$ cat config.mk
export PLATFORM = sky130hd
export DESIGN_NAME = uart_rx_top
export DESIGN_NICKNAME = d
export VERILOG_FILES = /design/src/common/uart_pkg.sv /design/src/rcvr/rcvr_controller.sv /design/src/rcvr/rcvr_datapath.sv /design/src/rcvr/uart_rcvr.sv /design/src/hdl/rx_host_port.sv /design/src/hdl/uart_rx_top.sv
export SDC_FILE = /design/constraint.sdc
export NUM_CORES = 1
export LEC_CHECK = 0
export ABC_CLOCK_PERIOD_IN_PS = 2900
export BUFFER_PORTS_ARGS = -buffer_cell sky130_fd_sc_hd__buf_2
export CAP_MARGIN = 20
export CORE_AREA = 2 2 58 60
export CTS_CLUSTER_SIZE = 12
export DETAILED_ROUTE_END_ITERATION = 8
export DIE_AREA = 0 0 60 62
export GPL_TIMING_DRIVEN = 0
export PLACE_DENSITY = 0.68
export SLEW_MARGIN = 20
export SYNTH_ARGS = -nofsm -noshare
export SYNTH_HDL_FRONTEND = slang
export SYNTH_SLANG_ARGS = --single-unit
$ cat constraint.sdc
create_clock -name Sample_clk -period 2.9 [get_ports Sample_clk]
set_clock_uncertainty 0.2 [all_clocks]
set_input_delay 0.58 -clock Sample_clk [delete_from_list [all_inputs] [get_ports Sample_clk]]
set_output_delay 0.58 -clock Sample_clk [all_outputs]
set_load 0.05 [all_outputs]
$ cat src/common/uart_pkg.sv
// Fixed 8N1 frame with Sample_clk at 8x the bit rate; other formats need edits to these constants
package uart_pkg;

  // Frame format
  localparam int unsigned WORD_SIZE       = 8;  // Data bits per frame
  localparam int unsigned HALF_WORD       = 4;  // Start edge to middle of start bit
  localparam int unsigned SAMPLES_PER_BIT = 8;  // Sample_clk cycles per bit

  // Widths that carry a meaning
  typedef logic [WORD_SIZE-1:0] rx_word_t;      // Received data byte
  typedef logic [3:0]           sample_cnt_t;   // Counts up to SAMPLES_PER_BIT
  typedef logic [4:0]           bit_cnt_t;      // Reaches WORD_SIZE

  // Receiver FSM states
  typedef enum logic [1:0] {
    idle      = 2'b00,
    starting  = 2'b01,  // Waiting for middle of start bit
    receiving = 2'b10   // Sampling data bits and stop bit
  } rcv_state_e;

  // Controller strobes to the datapath
  typedef struct packed {
    logic clr_sample;   // Clear sample counter
    logic inc_sample;   // Advance sample counter
    logic clr_bit;      // Clear bit counter
    logic inc_bit;      // Advance bit counter
    logic shift;        // Shift serial_in into the shift register
    logic load;         // Copy shift register into data register
  } rcv_ctrl_t;

  // Datapath state seen by the controller
  typedef struct packed {
    rcv_state_e  state;
    sample_cnt_t sample_count;
    bit_cnt_t    bit_count;
  } rcv_status_t;

  // Outcome of one frame, valid while done is high
  typedef struct packed {
    logic done;         // One-cycle end-of-frame pulse
    logic overrun;      // Previous word still unread
    logic framing;      // Stop bit sampled low
  } rx_event_t;

  // Flags visible to the host
  typedef struct packed {
    logic data_avail;   // Word waiting in rd_data
    logic overrun_seen; // Sticky until next completed read
    logic framing_seen; // Sticky until next completed read
  } host_status_t;

endpackage

$ cat src/rcvr/rcvr_controller.sv
// Pure combinational receiver FSM; serial_in must already be synchronous to Sample_clk
`timescale 1ns/1ps

module rcvr_controller (
  input  uart_pkg::rcv_status_t rcv_status,
  input  logic                  serial_in,
  input  logic                  host_busy,   // Previous word not yet read
  output uart_pkg::rcv_state_e  next_state,
  output uart_pkg::rcv_ctrl_t   ctrl,
  output uart_pkg::rx_event_t   rx_event
);

  always_comb begin
    next_state = rcv_status.state;  // Hold state unless told otherwise
    ctrl       = '0;
    rx_event   = '0;

    case (rcv_status.state)
      uart_pkg::idle: begin
        if (!serial_in) begin
          next_state = uart_pkg::starting;  // Possible start edge
        end
      end

      uart_pkg::starting: begin
        if (serial_in) begin
          next_state      = uart_pkg::idle;  // False start, drop it
          ctrl.clr_sample = 1'b1;
        end else if (rcv_status.sample_count ==
                     uart_pkg::sample_cnt_t'(uart_pkg::HALF_WORD - 1)) begin
          next_state      = uart_pkg::receiving;  // Start bit confirmed at mid-bit
          ctrl.clr_sample = 1'b1;
        end else begin
          ctrl.inc_sample = 1'b1;
        end
      end

      uart_pkg::receiving: begin
        if (rcv_status.sample_count <
            uart_pkg::sample_cnt_t'(uart_pkg::SAMPLES_PER_BIT - 1)) begin
          ctrl.inc_sample = 1'b1;
        end else begin
          ctrl.clr_sample = 1'b1;  // Middle of a bit cell
          if (rcv_status.bit_count != uart_pkg::bit_cnt_t'(uart_pkg::WORD_SIZE)) begin
            ctrl.shift   = 1'b1;  // Next data bit
            ctrl.inc_bit = 1'b1;
          end else begin
            // Stop bit cell; frame ends here whatever the outcome
            next_state    = uart_pkg::idle;
            ctrl.clr_bit  = 1'b1;
            rx_event.done = 1'b1;
            if (host_busy) begin
              rx_event.overrun = 1'b1;  // Byte dropped, old word kept
            end else if (!serial_in) begin
              rx_event.framing = 1'b1;  // Missing stop bit
            end else begin
              ctrl.load = 1'b1;
            end
          end
        end
      end

      default: begin
        next_state = uart_pkg::idle;
      end
    endcase

    // Checked on the settled strobes of this same evaluation
    if (ctrl.load) begin
      assert (!rx_event.overrun && !rx_event.framing)
        else $error("rcvr_controller: load together with an error flag");
    end
    if (ctrl.shift) begin
      assert (rcv_status.state == uart_pkg::receiving)
        else $error("rcvr_controller: shift outside receiving");
    end
  end

endmodule

$ cat src/rcvr/rcvr_datapath.sv
// Registers of the receiver; every strobe takes effect on the next Sample_clk edge
`timescale 1ns/1ps

module rcvr_datapath (
  input  logic                  Sample_clk,
  input  logic                  reset_,      // Synchronous, active low
  input  uart_pkg::rcv_state_e  next_state,
  input  uart_pkg::rcv_ctrl_t   ctrl,
  input  logic                  serial_in,
  output uart_pkg::rcv_status_t rcv_status,
  output uart_pkg::rx_word_t    data
);

  uart_pkg::rcv_state_e  state;
  uart_pkg::sample_cnt_t sample_count;
  uart_pkg::bit_cnt_t    bit_count;
  uart_pkg::rx_word_t    shift_reg;   // First received bit ends in bit 0

  always_ff @(posedge Sample_clk) begin
    if (!reset_) begin
      state        <= uart_pkg::idle;
      sample_count <= '0;
      bit_count    <= '0;
      shift_reg    <= '0;
      data         <= '0;
    end else begin
      state <= next_state;

      if (ctrl.clr_sample) begin  // Clear wins over increment
        sample_count <= '0;
      end else if (ctrl.inc_sample) begin
        sample_count <= sample_count + uart_pkg::sample_cnt_t'(1);
      end

      if (ctrl.clr_bit) begin
        bit_count <= '0;
      end else if (ctrl.inc_bit) begin
        bit_count <= bit_count + uart_pkg::bit_cnt_t'(1);
      end

      if (ctrl.shift) begin
        shift_reg <= {serial_in, shift_reg[uart_pkg::WORD_SIZE-1:1]};  // LSB first on the line
      end

      if (ctrl.load) begin
        data <= shift_reg;  // Only on a clean frame
      end
    end
  end

  assign rcv_status.state        = state;
  assign rcv_status.sample_count = sample_count;
  assign rcv_status.bit_count    = bit_count;

  // The controller must stop shifting once a full word is held
  a_bit_count_range : assert property (
    @(posedge Sample_clk) disable iff (!reset_)
      bit_count <= uart_pkg::bit_cnt_t'(uart_pkg::WORD_SIZE)
  ) else $error("rcvr_datapath: bit_count %0d beyond word size", bit_count);

endmodule

$ cat src/rcvr/uart_rcvr.sv
// Partitioned 8N1 receiver; one frame outcome per done pulse, no buffering beyond one word
`timescale 1ns/1ps

module uart_rcvr (
  input  logic                Sample_clk,
  input  logic                reset_,
  input  logic                serial_in,
  input  logic                host_busy,  // High while an unread word waits
  output uart_pkg::rx_event_t rx_event,
  output uart_pkg::rx_word_t  data
);

  uart_pkg::rcv_ctrl_t   ctrl;
  uart_pkg::rcv_state_e  next_state;
  uart_pkg::rcv_status_t rcv_status;

  // Next-state and strobe logic
  rcvr_controller rcvr_controller_i (
    .rcv_status (rcv_status),
    .serial_in  (serial_in),
    .host_busy  (host_busy),
    .next_state (next_state),
    .ctrl       (ctrl),
    .rx_event   (rx_event)
  );

  // State, counters and data registers
  rcvr_datapath rcvr_datapath_i (
    .Sample_clk (Sample_clk),
    .reset_     (reset_),
    .next_state (next_state),
    .ctrl       (ctrl),
    .serial_in  (serial_in),
    .rcv_status (rcv_status),
    .data       (data)
  );

endmodule

$ cat src/hdl/rx_host_port.sv
// Single-word host side; rd_data is only guaranteed valid while rd_ack is high
`timescale 1ns/1ps

module rx_host_port (
  input  logic                   Sample_clk,
  input  logic                   reset_,
  input  logic                   rd_req,
  input  uart_pkg::rx_event_t    rx_event,
  output logic                   rd_ack,
  output logic                   host_busy,
  output uart_pkg::host_status_t status
);

  typedef enum logic {
    hs_wait = 1'b0,  // Waiting for rd_req with a word present
    hs_ack  = 1'b1   // Acknowledging, waiting for rd_req to drop
  } hs_state_e;

  hs_state_e hs_state;
  logic      hs_done;   // Last phase of the handshake

  assign hs_done = (hs_state == hs_ack) && !rd_req;

  always_ff @(posedge Sample_clk) begin
    if (!reset_) begin
      hs_state <= hs_wait;
    end else begin
      case (hs_state)
        hs_wait: if (rd_req && status.data_avail) hs_state <= hs_ack;
        hs_ack:  if (!rd_req) hs_state <= hs_wait;
        default: hs_state <= hs_wait;
      endcase
    end
  end

  always_ff @(posedge Sample_clk) begin
    if (!reset_) begin
      status <= '0;
    end else begin
      if (hs_done) begin
        status <= '0;  // Read finished, word and errors consumed
      end
      // A new frame outcome wins over the clear on the same edge
      if (rx_event.done) begin
        if (rx_event.overrun) begin
          status.overrun_seen <= 1'b1;
        end else if (rx_event.framing) begin
          status.framing_seen <= 1'b1;
        end else begin
          status.data_avail <= 1'b1;
        end
      end
    end
  end

  assign rd_ack    = (hs_state == hs_ack);
  assign host_busy = status.data_avail;

  // rd_ack only rises after rd_req was seen
  a_ack_needs_req : assert property (
    @(posedge Sample_clk) disable iff (!reset_)
      rd_ack |-> ($past(rd_req) || $past(rd_ack))
  ) else $error("rx_host_port: rd_ack rose without rd_req");

  // rd_ack holds as long as the host keeps rd_req high
  a_ack_holds : assert property (
    @(posedge Sample_clk) disable iff (!reset_)
      (rd_ack && rd_req) |=> rd_ack
  ) else $error("rx_host_port: rd_ack fell while rd_req high");

endmodule

$ cat src/hdl/uart_rx_top.sv
// Serial receive subsystem; serial_in must be synchronous to Sample_clk at 8x bit rate
`timescale 1ns/1ps

module uart_rx_top (
  input  logic                   Sample_clk,
  input  logic                   reset_,
  input  logic                   serial_in,
  input  logic                   rd_req,
  output logic                   rd_ack,
  output uart_pkg::rx_word_t     rd_data,   // Last good byte, held until the next one
  output uart_pkg::host_status_t status
);

  uart_pkg::rx_event_t rx_event;
  logic                host_busy;

  // Receiver, data goes straight out
  uart_rcvr uart_rcvr_i (
    .Sample_clk (Sample_clk),
    .reset_     (reset_),
    .serial_in  (serial_in),
    .host_busy  (host_busy),
    .rx_event   (rx_event),
    .data       (rd_data)
  );

  // Flags and read handshake
  rx_host_port rx_host_port_i (
    .Sample_clk (Sample_clk),
    .reset_     (reset_),
    .rd_req     (rd_req),
    .rx_event   (rx_event),
    .rd_ack     (rd_ack),
    .host_busy  (host_busy),
    .status     (status)
  );

endmodule

=== Yosys cells after proc, flatten, opt, wreduce, memory -nomap -nowiden ===
Index checks and enable logic that the tools add are counted.
W data, S select, Z words.

* Register bits after elaboration: 31
* Input bits: 4
* Output and inout port bits: 12
* Word-level logic and storage cells: 65

* Add/subtract/negate cells: 2
* Order comparisons: 1
* Equal/unequal tests: 8
* Mux-type cells: 36
* Bitwise operators: 2
* Reduce and logical (&&, ||, !) cells: 7

{| class="wikitable"
|+ Operators with widths
! operator !! count
|-
| $mux W1 || 20
|-
| $mux W3 || 5
|-
| $mux W2 || 6
|-
| $mux W4 || 2
|-
| $ne A2 B2 Y1 const B || 3
|-
| $pmux W2 S3 || 1
|-
| $add A5 B1 Y5 const B || 1
|-
| $ne A5 B4 Y1 const B || 1
|-
| $add A4 B1 Y4 const B || 1
|-
| $eq A4 B2 Y1 const B || 1
|-
| $lt A4 B3 Y1 const B || 1
|-
| $pmux W2 S2 || 1
|-
| $reduce_and A4 Y1 || 1
|-
| $reduce_or A2 Y1 || 2
|-
| $ne A3 B3 Y1 const B || 1
|-
| $eq A2 B1 Y1 const B || 1
|-
| $eq A2 B2 Y1 const B || 1
|-
| $logic_and A1 B1 Y1 || 2
|-
| $logic_not A2 Y1 || 1
|-
| $not A1 Y1 || 2
|-
| $pmux W1 S2 || 1
|-
| $logic_not A1 Y1 || 1
|}

=== Longest topological paths before layout ===
Gate-level depths: netlist of run 1.

* Depth in word-level cells: 8
* Gate-level depth with buffers: 8

=== Modules after synthesis ===
A second synthesis of run 1 with hierarchy kept.

* Cells, all modules: 142
* Area total of the unflattened synthesis: 1468.9 um2

{| class="wikitable"
|+ Modules (own cells, without submodules)
! module !! instances !! cells each !! area an instance (um2) !! seq. area each (um2)
|-
| rcvr_datapath || 1 || 96 || 1069.8 || 540.5
|-
| rcvr_controller || 1 || 33 || 247.7 || 0.0
|-
| rx_host_port || 1 || 13 || 151.4 || 80.1
|}

=== Worst setup path after synthesis of run 1 ===
No wires, ideal clock.

* Path type: input port to flip-flop
* Start point: in serial_in
* End point: reg uart_rcvr_i.rcvr_datapath_i.sample_count[3]
* Arrival: 1.551 ns
* Slack: 1.078 ns
* Stages on the path: 4
* Cell sequence: nand2b_4 a31o_4 or4_1 a21oi_1

* Longest elaborated chain between the ends: 3
* Elaborated cells between the ends (all ways): 4
* Classes of those cells: 3 x mux; 1 x reduce/logical

{| class="wikitable"
|+ RTL lines
! what !! line !! text
|-
| start: declaration || uart_rx_top.sv:7 || <nowiki>input logic serial_in,</nowiki>
|-
| $mux W1 || rcvr_controller.sv:26 || <nowiki>if (serial_in) begin</nowiki>
|-
| $pmux W2 S2 * || rcvr_controller.sv:18 || <nowiki>case (rcv_status.state)</nowiki>
|-
| $reduce_or A2 Y1 (no source line) || - ||
|-
| end signal: assignment || rcvr_datapath.sv:32 || <nowiki>sample_count <= sample_count + uart_pkg::sample_cnt_t'(1);</nowiki>
|-
| end: declaration || rcvr_datapath.sv:15 || <nowiki>uart_pkg::sample_cnt_t sample_count;</nowiki>
|}

Mark *: on every way between the ends. The rest lies on a longest branch, timed or not.
A chain may end at the register's enable or synchronous reset.

=== Worst setup path in the final report of run 1 ===
* Start point: reg uart_rcvr_i.rcvr_datapath_i.bit_count[0]
* End point: reg uart_rcvr_i.rcvr_datapath_i.shift_reg[1]

* Longest elaborated chain between the ends: 4

{| class="wikitable"
|+ RTL lines
! what !! line !! text
|-
| start: declaration || rcvr_datapath.sv:16 || <nowiki>uart_pkg::bit_cnt_t bit_count;</nowiki>
|-
| start signal: assignment || rcvr_datapath.sv:38 || <nowiki>bit_count <= bit_count + uart_pkg::bit_cnt_t'(1);</nowiki>
|-
| $ne A5 B4 Y1 || rcvr_controller.sv:44 || <nowiki>if (rcv_status.bit_count != uart_pkg::bit_cnt_t'(uart_pkg::WORD_SIZE)) begin</nowiki>
|-
| $mux W2 || rcvr_controller.sv:44 ||
|-
| $mux W4 || rcvr_controller.sv:39 || <nowiki>if (rcv_status.sample_count <</nowiki>
|-
| $mux W4 || rcvr_controller.sv:18 ||
|-
| end signal: assignment || rcvr_datapath.sv:42 || <nowiki>shift_reg <= {serial_in, shift_reg[uart_pkg::WORD_SIZE-1:1]};</nowiki>
|-
| end: declaration || rcvr_datapath.sv:17 || <nowiki>uart_pkg::rx_word_t shift_reg;</nowiki>
|}

Every way passes these cells.

==> results of run 1 <==
-- final cells by class --
type                       instances  area [um^2]
clock buffer                       6         51.3
sequential                        31          621
multi-input combinational        116          822
fill                             310         1460
timing repair buffer              14         70.1
buffer                             9         42.5
inverter                           5         18.8
clock inverter                     2         35.0
tap                               46         57.6
-- synthesized netlist by cell type (2+ instances only) --
cell,number
ha_1,6
nand3_1,2
a21boi_0,3
nor2b_1,13
or4_1,2
o211a_1,2
inv_1,5
dfxtp_1,31
a22oi_1,2
a22o_1,2
nand4_1,5
buf_4,2
o21ai_0,6
nand2b_1,2
mux2i_1,17
nor2_1,4
nand2_1,26
o211ai_1,3
a21oi_1,4
clkbuf_1,5
o31ai_1,2
-- per-layer routing --
metal / GRT usage / vias to the layer above / part of all wire
li1: - / 614 / -
met1: 0.201 / 584 / 0.43
met2: 0.317 / 16 / 0.52
met3: 0.0580 / 5 / 0.032
met4: 0.0952 / 0 / 0.017
met5: 0 / - / 0
-- report_power, final --
group / total, mW / switching [mW] / internal, mW
combinational: 0.0374 / 0.0227 / 0.0147
clock: 0.354 / 0.150 / 0.204
sequential: 0.429 / 0.00159 / 0.427
-- worst max path at each step --
stage / from / endpoint / depth (start not counted)
global route: uart_rcvr_i.rcvr_datapath_i.bit_count[0]$_SDFFE_PP0P_ / uart_rcvr_i.rcvr_datapath_i.shift_reg[1]$_SDFFE_PN0P_ / 7
detailed placement: serial_in / uart_rcvr_i.rcvr_datapath_i.sample_count[3]$_SDFFE_PP0P_ / 5
CTS: uart_rcvr_i.rcvr_datapath_i.bit_count[0]$_SDFFE_PP0P_ / uart_rcvr_i.rcvr_datapath_i.shift_reg[1]$_SDFFE_PN0P_ / 7
finish: uart_rcvr_i.rcvr_datapath_i.bit_count[0]$_SDFFE_PP0P_ / uart_rcvr_i.rcvr_datapath_i.shift_reg[1]$_SDFFE_PN0P_ / 7
floorplan: serial_in / uart_rcvr_i.rcvr_datapath_i.sample_count[3]$_SDFFE_PP0P_ / 4
global placement: serial_in / uart_rcvr_i.rcvr_datapath_i.sample_count[2]$_SDFFE_PP0P_ / 5
-- metrics by stage --
step	total power, mW	setup slack, ns	hold WS, ns	area (um^2)
3_3_place_gp	0.475	0.858	0.245	1630
3_5_place_dp	0.476	0.819	0.255	1630
5_1_grt	0.850	0.673	0.271	1720
6_report	0.820	0.834	0.262	1720
2_1_floorplan	0.465	1.08	0.234	1500
4_1_cts	0.826	0.835	0.259	1720
-- layout by cell type (no fill, tap or decap), types with 3 or more instances in the layout --
cell	count
ha_1	6
dfxtp_1	31
nor2_1	4
buf_2	15
clkbuf_1	5
nor2b_1	13
nand2_1	26
o211ai_1	3
a21boi_0	3
clkbuf_4	5
o21ai_0	6
mux2i_1	17
inv_1	5
nand4_1	5
a21oi_1	4
-- cell families (layout without fill, tap and decap cells) --
kind of cell,count (synthesis),count (layout),share of synthesized area
AOI/OAI and AO/OA,30,30,0.148
adders and majority gates,6,6,0.0499
and+or+nand+nor,63,63,0.235
DFF,31,31,0.413
muxes,17,17,0.113
buffers and inverters,14,36,0.0408
-- critical path, delay by kind of cell, from the launching register on --
kind          cells  cell delay [ns]
buf+inv           2             0.42
mux               1             0.26
fa+ha+maj         1             0.20
flops             1             0.39
simple gates      3             0.47
==> results.md, run 1 <==
- Outcome: finished clean
- Final setup fails: 0
- Share of synthesized registers carrying an async set or reset: 0
- Vias in the first global route: 1,165
- Synth-to-layout area growth: 14.2%
- Ys Warns: 0
- Number of I/O pins: 16
- Latest clock arrival within the worst-skew pair: 0.33 ns
- Post-Place Cells: 221
- Post-CTS setup buffers: 0
- Hold-fix buffers, CTS: 0
- H-tree levels: 2
- WL final: between 2000 and 3000 um
- CTS tree: done
- Fin. max-slew vios: 0
- Grt ovf: 0
- Area leader, netlist: dfxtp_1
- Vias per inst: approximately 5.3
- Final core utilization: 0.540
- Width of the chip: 60 um
- Total die area: 3720 um^2
- N_diodes: 0
- Syn Nets: 171
- Post-route insts no fill: 229
- Seq/Total Area, Yosys: 0.413
- Startpoint types: register
- Clock Pin Slew Worst Setup and Hold Paths: 0.11 ns
- Largest cells by area after synthesis: dfxtp_1, mux2i_1, nand2_1
- Final period utilization: 0.712
- CP Class: reg -> reg
- WP data arrival: 2.08 ns
- Die extent in y: 62 um
- Critical Path Sink Type: register
- WHS Endpoint: uart_rcvr_i.rcvr_datapath_i.data[0]$_SDFFE_PN0P_
- Crit path max fanout: 8
- PwrDens: roughly 480 nW/um^2
- RSZ-0062 raised after global routing: no
- Port bufs: 14
- Max-cap viol count: 0
- #FFs+latches synth: 31
- VDD IR max: 334 uV
- Main synth FF type: dfxtp_1
- Hold path depth: 2
- DR WL/cell: around 13 um
- Avg Synthesized Cell Area: approximately 9.3 um^2
- Cell Area, Synth: 1500 um^2
- CTS root buffer: clkbuf_4
- R2r startpoint: uart_rcvr_i.rcvr_datapath_i.bit_count[0]$_SDFFE_PP0P_
- Post-synth cell types: 38
- CP peak stage delay: 0.39 ns
- Gpl congestion: 0.803
- Clock buffer depth: 2
- Yosys top cell area share: 0.413
- DP HPWL: approximately 2100 um
- Cell count after synthesis: 161
- Pre-antenna DRT Iters: 4
- Residual DRC: 0
- Flop2flop setup slack: 0.83 ns
- CTS resizes: 0
- Setup TNS: 0 ns
- Worst slew pin tran: 0.506 ns
- Layout cells sized above 1: 0.175
- Antenna viol nets, final: 0
- FP Rows: 21
- Max_slew headroom: 0.663
- Worst hold start: uart_rcvr_i.rcvr_datapath_i.shift_reg[0]$_SDFFE_PN0P_
- Minimum clock period: 2.07 ns
- Critical-path cell list: inv_1 -> ha_1 -> nand4bb_1 -> clkbuf_1 -> nand3_2 -> mux2i_1 -> nor2b_1
- Tot GR Track Use: 0.183
- Worst r2r dst: uart_rcvr_i.rcvr_datapath_i.shift_reg[1]$_SDFFE_PN0P_
- Routed via count: 1,219
- Post-synth EDFFs: 0
- Peak Freq: 484 MHz
- Slowest cell on crit path: dfxtp_1
- Sink Count: 31
- R2R depth: 7
- Lkg Pwr: 0.775 nW
- Final Net Count: roughly 190
- Initial antenna violation count: 0
- Largest net degree at the start of global routing: 11
- Core ar.: 3180 um^2
- Number of buffers created by CTS: 5
- First-pass GRT wire length: around 5000 um
- Hold Path Class: reg -> reg
- DR iter-0 viols: 40
- Hold Fails Final Rpt: 0
- Initial core utilization: 0.473
- Worst path required time: slightly below 3 ns
Note: power is estimated with default switching activity, not from simulation.
==> run 2: changes to the inputs <==
--- a/config.mk
+++ b/config.mk
@@ -5,7 +5,7 @@
 export SDC_FILE = /design/constraint.sdc
 export NUM_CORES = 1
 export LEC_CHECK = 0
-export ABC_CLOCK_PERIOD_IN_PS = 2900
+export ABC_CLOCK_PERIOD_IN_PS = 2100
 export BUFFER_PORTS_ARGS = -buffer_cell sky130_fd_sc_hd__buf_2
 export CAP_MARGIN = 20
 export CORE_AREA = 2 2 58 60
==> constraint.sdc (replaced) <==
create_clock -name Sample_clk -period 2.1 [get_ports Sample_clk]
set_clock_uncertainty 0.2 [all_clocks]
set_input_delay 0.42 -clock Sample_clk [delete_from_list [all_inputs] [get_ports Sample_clk]]
set_output_delay 0.42 -clock Sample_clk [all_outputs]
set_load 0.05 [all_outputs]
==> run 2 against run 1 <==
Compared with the run above: via count is 0.25% lower; first-iteration DRC count is 13% lower; power increased by 38%; register-to-register slack worse by 0.70 ns; largest power group unchanged; die area unchanged; count of clock-buffer cells in the layout unchanged; clock power rose by 37%; design area up 1.3%.
==> results.md, run 2 (synthesis results as in run 1) <==
- Worst slack, placed: 0.125 ns (-0.694 ns)
- RSZ-0062 raised after global routing: no
- Initial antenna violation count: 0 (unchanged)
- Synth-to-layout area growth: 15.7%
- Layout cells sized above 1: 0.192 (+0.0174)
- VDD IR max: 462 uV (+38%)
- WHS Endpoint: rx_host_port_i.rd_ack$_SDFF_PN0_
- DP HPWL: 2140 um (unchanged)
- Max_slew headroom: 0.658 (-0.00463)
- H-tree levels: 2 (unchanged)
- CTS resizes: 0 (unchanged)
- Most frequent cells in the layout: dfxtp_1, nand2_1, mux2i_1
- Critical Path Sink Type: register
- Worst slew pin tran: 0.513 ns (+0.00695 ns)
- Vias per inst: 5.33 (+0.19%)
- Clock buffer depth: 2 (unchanged)
- FP Rows: 21 (unchanged)
- Port bufs: 14 (unchanged)
- Minimum clock period: 1.96 ns (-0.102 ns)
- First-pass GRT wire length: 5020 um (unchanged)
- Fillcell total: 308 (-0.65%)
- Peak Freq: 509 MHz (+5.2%)
- Latest clock arrival within the worst-skew pair: 0.33 ns (about the same)
- Initial core utilization: 0.473 (unchanged)
- Die extent in y: 62 um (unchanged)
- Residual DRC: 0 (unchanged)
- Total die area: 3720 um^2 (unchanged)
- WL final: 3010 um (+1.3%)
- Hold-fix buffers, CTS: 0 (unchanged)
- DR iter-0 viols: 35 (-13%)
- Max-cap viol count: 0 (unchanged)
- Worst path required time: 2.17 ns (-0.75 ns)
- Grt ovf: 0 (unchanged)
- Antenna viol nets, final: 0 (unchanged)
- CTS tree: done
- Tot GR Track Use: 0.183 (unchanged)
- Worst r2r dst: uart_rcvr_i.rcvr_datapath_i.sample_count[3]$_SDFFE_PP0P_
- Setup TNS: 0 ns (unchanged)
- Pre-antenna DRT Iters: 4 (unchanged)
- Fin. max-slew vios: 0 (unchanged)
- DR WL/cell: 13.2 um (+1.7%)
- Total Power: 1.13 mW (+38%)
- Number of buffers created by CTS: 5 (unchanged)
- R2r startpoint: uart_rcvr_i.rcvr_datapath_i.state[1]$_SDFFE_PN0P_
- Width of the chip: 60 um (unchanged)
- Vias in the first global route: 1,165 (unchanged)
- Final setup fails: 0 (unchanged)
- N_diodes: 0 (unchanged)
- Clock Pin Slew Worst Setup and Hold Paths: 0.11 ns (about the same)
- Worst hold start: rd_req
- Hold path depth: 2 (unchanged)
- Lkg Pwr: 0.799 nW (+3.1%)
- CTS root buffer: clkbuf_4
- Largest net degree at the start of global routing: 11 (unchanged)
- Outcome: finished clean
- PwrDens: 649 nW/um^2 (+36%)
- Fin worst setup slack: 0.136 ns (-0.698 ns)
- Core ar.: 3180 um^2 (unchanged)
- Number of I/O pins: 16 (unchanged)
- Leading cell type in the layout, fill and taps excluded: dfxtp_1
- Flop2flop setup slack: 0.14 ns (-0.70 ns)
- WP data arrival: 2.03 ns (-0.05 ns)
- Critical-path cell list: inv_1 -> ha_1 -> nor2b_2 -> nor2_1 -> or4_1 -> a21oi_1
- Sink Count: 31 (unchanged)
- Final Net Count: 191 (-0.52%)
- Crit path max fanout: 5 (-3)
- R2R depth: 6 (-1)
- CP Class: reg -> reg
- Gpl congestion: 0.803 (unchanged)
- Hold Path Class: in -> reg
- Hold Fails Final Rpt: 0 (unchanged)
- Slowest cell on crit path: or4_1
- Routed via count: 1,216 (-0.25%)
- CP peak stage delay: 0.51 ns (+0.12 ns)
- Startpoint types: register
- Final period utilization: 0.935 (+0.223)
- Post-CTS setup buffers: 0 (unchanged)
==> run 2: critical path: cells and delay by family (launching register included) <==
family	cells	cell delay [ns]
simple gates	3	0.85
flops	1	0.35
fa+ha+maj	1	0.28
compound gates	1	0.15
buf+inv	1	0.08
==> run 2: worst max path at each step <==
stage	endpoint	depth (start not counted)	slack [ns]	startpoint
after floorplan	uart_rcvr_i.rcvr_datapath_i.sample_count[3]$_SDFFE_PP0P_	5	0.29	uart_rcvr_i.rcvr_datapath_i.sample_count[0]$_SDFFE_PP0P_
after global placement	uart_rcvr_i.rcvr_datapath_i.shift_reg[6]$_SDFFE_PN0P_	7	0.16	uart_rcvr_i.rcvr_datapath_i.bit_count[0]$_SDFFE_PP0P_
after detailed placement	uart_rcvr_i.rcvr_datapath_i.shift_reg[2]$_SDFFE_PN0P_	7	0.12	uart_rcvr_i.rcvr_datapath_i.bit_count[0]$_SDFFE_PP0P_
after CTS	uart_rcvr_i.rcvr_datapath_i.shift_reg[1]$_SDFFE_PN0P_	7	0.03	uart_rcvr_i.rcvr_datapath_i.bit_count[0]$_SDFFE_PP0P_
after global routing	uart_rcvr_i.rcvr_datapath_i.sample_count[3]$_SDFFE_PP0P_	6	0.01	uart_rcvr_i.rcvr_datapath_i.state[1]$_SDFFE_PN0P_
final	uart_rcvr_i.rcvr_datapath_i.sample_count[3]$_SDFFE_PP0P_	6	0.14	uart_rcvr_i.rcvr_datapath_i.state[1]$_SDFFE_PN0P_
==> run 2: cell type report <==
class                      count  area [um^2]  area share
tap                           46         57.6      0.0331
clock inverter                 2         35.0      0.0201
buffer                         8         40.0      0.0230
sequential                    31          621       0.357
clock buffer                   6         51.3      0.0295
multi-input combinational    116          847       0.487
timing repair buffer          14         70.1      0.0403
inverter                       5         18.8      0.0108
==> run 2: routing by layer <==
layer,track usage,vias to the layer above,share of wire
met5,0,-,0
met4,0.0952,0,0.022
met3,0.0580,9,0.028
met2,0.317,14,0.51
met1,0.201,578,0.44
li1,-,615,-
==> run 2: where the power goes <==
| part | leakage [nW] | internal, mW | switching, mW |
|---|---|---|---|
| logic | 0.501 | 0.0208 | 0.0324 |
| registers | 0.250 | 0.590 | 0.00220 |
| clock network | 0.0482 | 0.281 | 0.203 |
| total | 0.799 | 0.892 | 0.238 |
==> run 2: per-stage QoR <==
| step | hold WS (ns) | utilization | std cells | cell area [um^2] |
|---|---|---|---|---|
| after floorplan | 0.234 | - | 161 | 1500 |
| after global placement | 0.245 | 0.513 | 221 | 1630 |
| after detailed placement | 0.255 | 0.513 | 221 | 1630 |
| after CTS | 0.116 | 0.540 | 229 | 1720 |
| after global routing | 0.111 | 0.547 | 228 | 1740 |
| final | 0.128 | 0.547 | 228 | 1740 |
==> run 3: changes to the inputs <==
--- a/config.mk
+++ b/config.mk
@@ -8,12 +8,12 @@
 export ABC_CLOCK_PERIOD_IN_PS = 2100
 export BUFFER_PORTS_ARGS = -buffer_cell sky130_fd_sc_hd__buf_2
 export CAP_MARGIN = 20
-export CORE_AREA = 2 2 58 60
+export CORE_AREA = 2 2 55 57
 export CTS_CLUSTER_SIZE = 12
 export DETAILED_ROUTE_END_ITERATION = 8
-export DIE_AREA = 0 0 60 62
-export GPL_TIMING_DRIVEN = 0
-export PLACE_DENSITY = 0.68
+export DIE_AREA = 0 0 57 59
+export PLACE_DENSITY = 0.75
+export REMOVE_ABC_BUFFERS = 1
 export SLEW_MARGIN = 20
 export SYNTH_ARGS = -nofsm -noshare
 export SYNTH_HDL_FRONTEND = slang
==> run 3 against run 2 <==
Compared with the run above: clock power barely moved; power barely moved; sequential power hardly changed; design area down 2.4%; register-to-register slack better by 0.02 ns; sequential cell count unchanged; worst setup slack improved by 0.015 ns; die area fell by 9.6%; critical path depth unchanged; largest power group unchanged; highest routed layer unchanged.
==> results.md, run 3 (synthesis results as in run 1) <==
- Outcome: finished clean
- DR WL/cell: 13.2 um (-0.19%)
- CP Class: reg -> reg
- Fin worst setup slack: 0.152 ns (+0.0153 ns)
- CTS root buffer: clkbuf_4
- WHS Endpoint: rx_host_port_i.rd_ack$_SDFF_PN0_
- Clock buffer depth: 2 (unchanged)
- Pre-antenna DRT Iters: 4 (unchanged)
- Post-Place Cells: 203 (-8.1%)
- Core ar.: 2710 um^2 (-15%)
- RSZ-0062 raised after global routing: no
- Initial antenna violation count: 0 (unchanged)
- Max-cap viol count: 0 (unchanged)
- Latest clock arrival within the worst-skew pair: 0.33 ns (about the same)
- Worst path required time: 2.17 ns (about the same)
- Hold Fails Final Rpt: 0 (unchanged)
- Flop2flop setup slack: 0.15 ns (+0.02 ns)
- Minimum clock period: 1.95 ns (-0.0153 ns)
- CP peak stage delay: 0.37 ns (-0.14 ns)
- Synth-to-layout area growth: 13.0%
- Hold Path Class: in -> reg
- R2r startpoint: uart_rcvr_i.rcvr_datapath_i.state[0]$_SDFFE_PN0P_
- Number of I/O pins: 16 (unchanged)
- Peak Freq: 513 MHz (+0.79%)
- Fin. max-slew vios: 0 (unchanged)
- Most frequent cells in the layout: dfxtp_1, nand2_1, mux2i_1
- Fin area: 1700 um^2 (-2.4%)
- Vias in the first global route: 1,137 (-2.4%)
- Number of buffers created by CTS: 5 (unchanged)
- Clock Pin Slew Worst Setup and Hold Paths: 0.09 ns (-0.02 ns)
- Critical-path cell list: inv_1 -> ha_1 -> nor4b_2 -> a31oi_1 -> a221oi_1 -> o221a_2
- Initial core utilization: 0.555 (+0.0819)
- Post-route insts no fill: 211 (-7.5%)
- DP HPWL: 2000 um (-6.7%)
- Worst r2r dst: uart_rcvr_i.rcvr_datapath_i.state[0]$_SDFFE_PN0P_
- Final core utilization: 0.627 (+0.0795)
- Vias per inst: 5.60 (+4.9%)
- Slowest cell on crit path: dfxtp_1
- First-pass GRT wire length: 4880 um (-2.9%)
- Max_slew headroom: 0.741 (+0.0823)
- DR iter-0 viols: 38 (+8.6%)
- Final Net Count: 189 (-1.0%)
- Fillcell total: 241 (-22%)
- Worst slack, placed: 0.197 ns (+0.0728 ns)
- Width of the chip: 57 um (-5.0%)
- Gpl congestion: 0.859 (+7.0%)
- Worst slew pin tran: 0.388 ns (-0.125 ns)
- Hold-fix buffers, CTS: 0 (unchanged)
- Die extent in y: 59 um (-4.8%)
- Critical Path Sink Type: register
- CTS tree: done
- Setup TNS: 0 ns (unchanged)
- PwrDens: 665 nW/um^2 (+2.5%)
- Largest net degree at the start of global routing: 23 (+12)
- Total Power: 1.13 mW (about the same)
- WP data arrival: 2.02 ns (about the same)
- N_diodes: 0 (unchanged)
- Crit path max fanout: 5 (unchanged)
- CTS resizes: 0 (unchanged)
- Lkg Pwr: 0.781 nW (-2.3%)
- Final setup fails: 0 (unchanged)
- Startpoint types: register
- Post-CTS setup buffers: 0 (unchanged)
- Sink Count: 31 (unchanged)
- WL final: 2780 um (-7.6%)
- Leading cell type in the layout, fill and taps excluded: dfxtp_1
- VDD IR max: 481 uV (+4.1%)
- Layout cells sized above 1: 0.194 (+0.00214)
- Port bufs: 15 (+1)
- Area of the multi-input gates: 822 um^2 (-3.0%)
- Register area: 621 um^2 (unchanged)
- Hold path depth: 2 (unchanged)
- Antenna viol nets, final: 0 (unchanged)
- FP Rows: 19 (-9.5%)
- H-tree levels: 2 (unchanged)
- Tot GR Track Use: 0.190 (+0.00728)
- Final hold slack: 0.158 ns (+0.0303 ns)
- Residual DRC: 0 (unchanged)
- Worst hold start: rd_req
- R2R depth: 6 (unchanged)
- Final period utilization: 0.928 (-0.00730)
- DP Area: 1610 um^2 (-1.1%)
- Routed via count: 1,181 (-2.9%)
- Total die area: 3360 um^2 (-9.6%)
- Grt ovf: 0 (unchanged)
run 3: cell types whose count changed in the layout (fill, tap and decap cells not counted):
cell / change
buf_4: +3
clkbuf_1: -4
clkbuf_2: -1
nand4bb_1: +1
nand4bb_4: -1
nor2b_1: +1
nor2b_2: -1
nor3b_2: +1
nor3b_4: -1
run 3: layout make-up:
| class | count | share of cell area |
|---|---|---|
| Clock buffer | 6 | 0.0302 |
| Timing Repair Buffer | 20 | 0.0663 |
| Multi-Input combinational cell | 116 | 0.484 |
| Sequential cell | 31 | 0.365 |
| Tap cell | 31 | 0.0228 |
| Clock inverter | 2 | 0.0206 |
| Inverter | 5 | 0.0110 |
run 3: critical path: cells and delay by family (launching register included):
family                   cells  cell delay [ns]
AO/OA/AOI/OAI                3             0.67
flip-flops                   1             0.37
AND/OR/NAND/NOR              1             0.32
adder cells (fa/ha/maj)      1             0.26
buffers and inverters        1             0.08
run 3: worst max path at each step:
stage | start | endpoint | slack [ns] | depth (start not counted)
after floorplan | uart_rcvr_i.rcvr_datapath_i.state[0]$_SDFFE_PN0P_ | uart_rcvr_i.rcvr_datapath_i.data[0]$_SDFFE_PN0P_ | 0.16 | 6
after global placement | uart_rcvr_i.rcvr_datapath_i.state[1]$_SDFFE_PN0P_ | uart_rcvr_i.rcvr_datapath_i.sample_count[3]$_SDFFE_PP0P_ | 0.22 | 6
after detailed placement | uart_rcvr_i.rcvr_datapath_i.state[0]$_SDFFE_PN0P_ | uart_rcvr_i.rcvr_datapath_i.state[0]$_SDFFE_PN0P_ | 0.20 | 6
after CTS | uart_rcvr_i.rcvr_datapath_i.state[0]$_SDFFE_PN0P_ | uart_rcvr_i.rcvr_datapath_i.state[0]$_SDFFE_PN0P_ | 0.16 | 6
after global routing | uart_rcvr_i.rcvr_datapath_i.state[1]$_SDFFE_PN0P_ | uart_rcvr_i.rcvr_datapath_i.sample_count[3]$_SDFFE_PP0P_ | 0.0005 | 6
final | uart_rcvr_i.rcvr_datapath_i.state[0]$_SDFFE_PN0P_ | uart_rcvr_i.rcvr_datapath_i.state[0]$_SDFFE_PN0P_ | 0.15 | 6
run 3: power breakdown:
group / switching [mW] / internal, mW
clock: 0.206 / 0.281
combinational: 0.0309 / 0.0209
sequential: 0.00203 / 0.590
run 3: per-layer routing:
metal	part of all wire	vias to the layer above	global-route usage
li1	-	605	-
met1	0.49	545	0.234
met2	0.44	24	0.292
met3	0.054	7	0.0742
met4	0.021	0	0.0930
met5	0	-	0
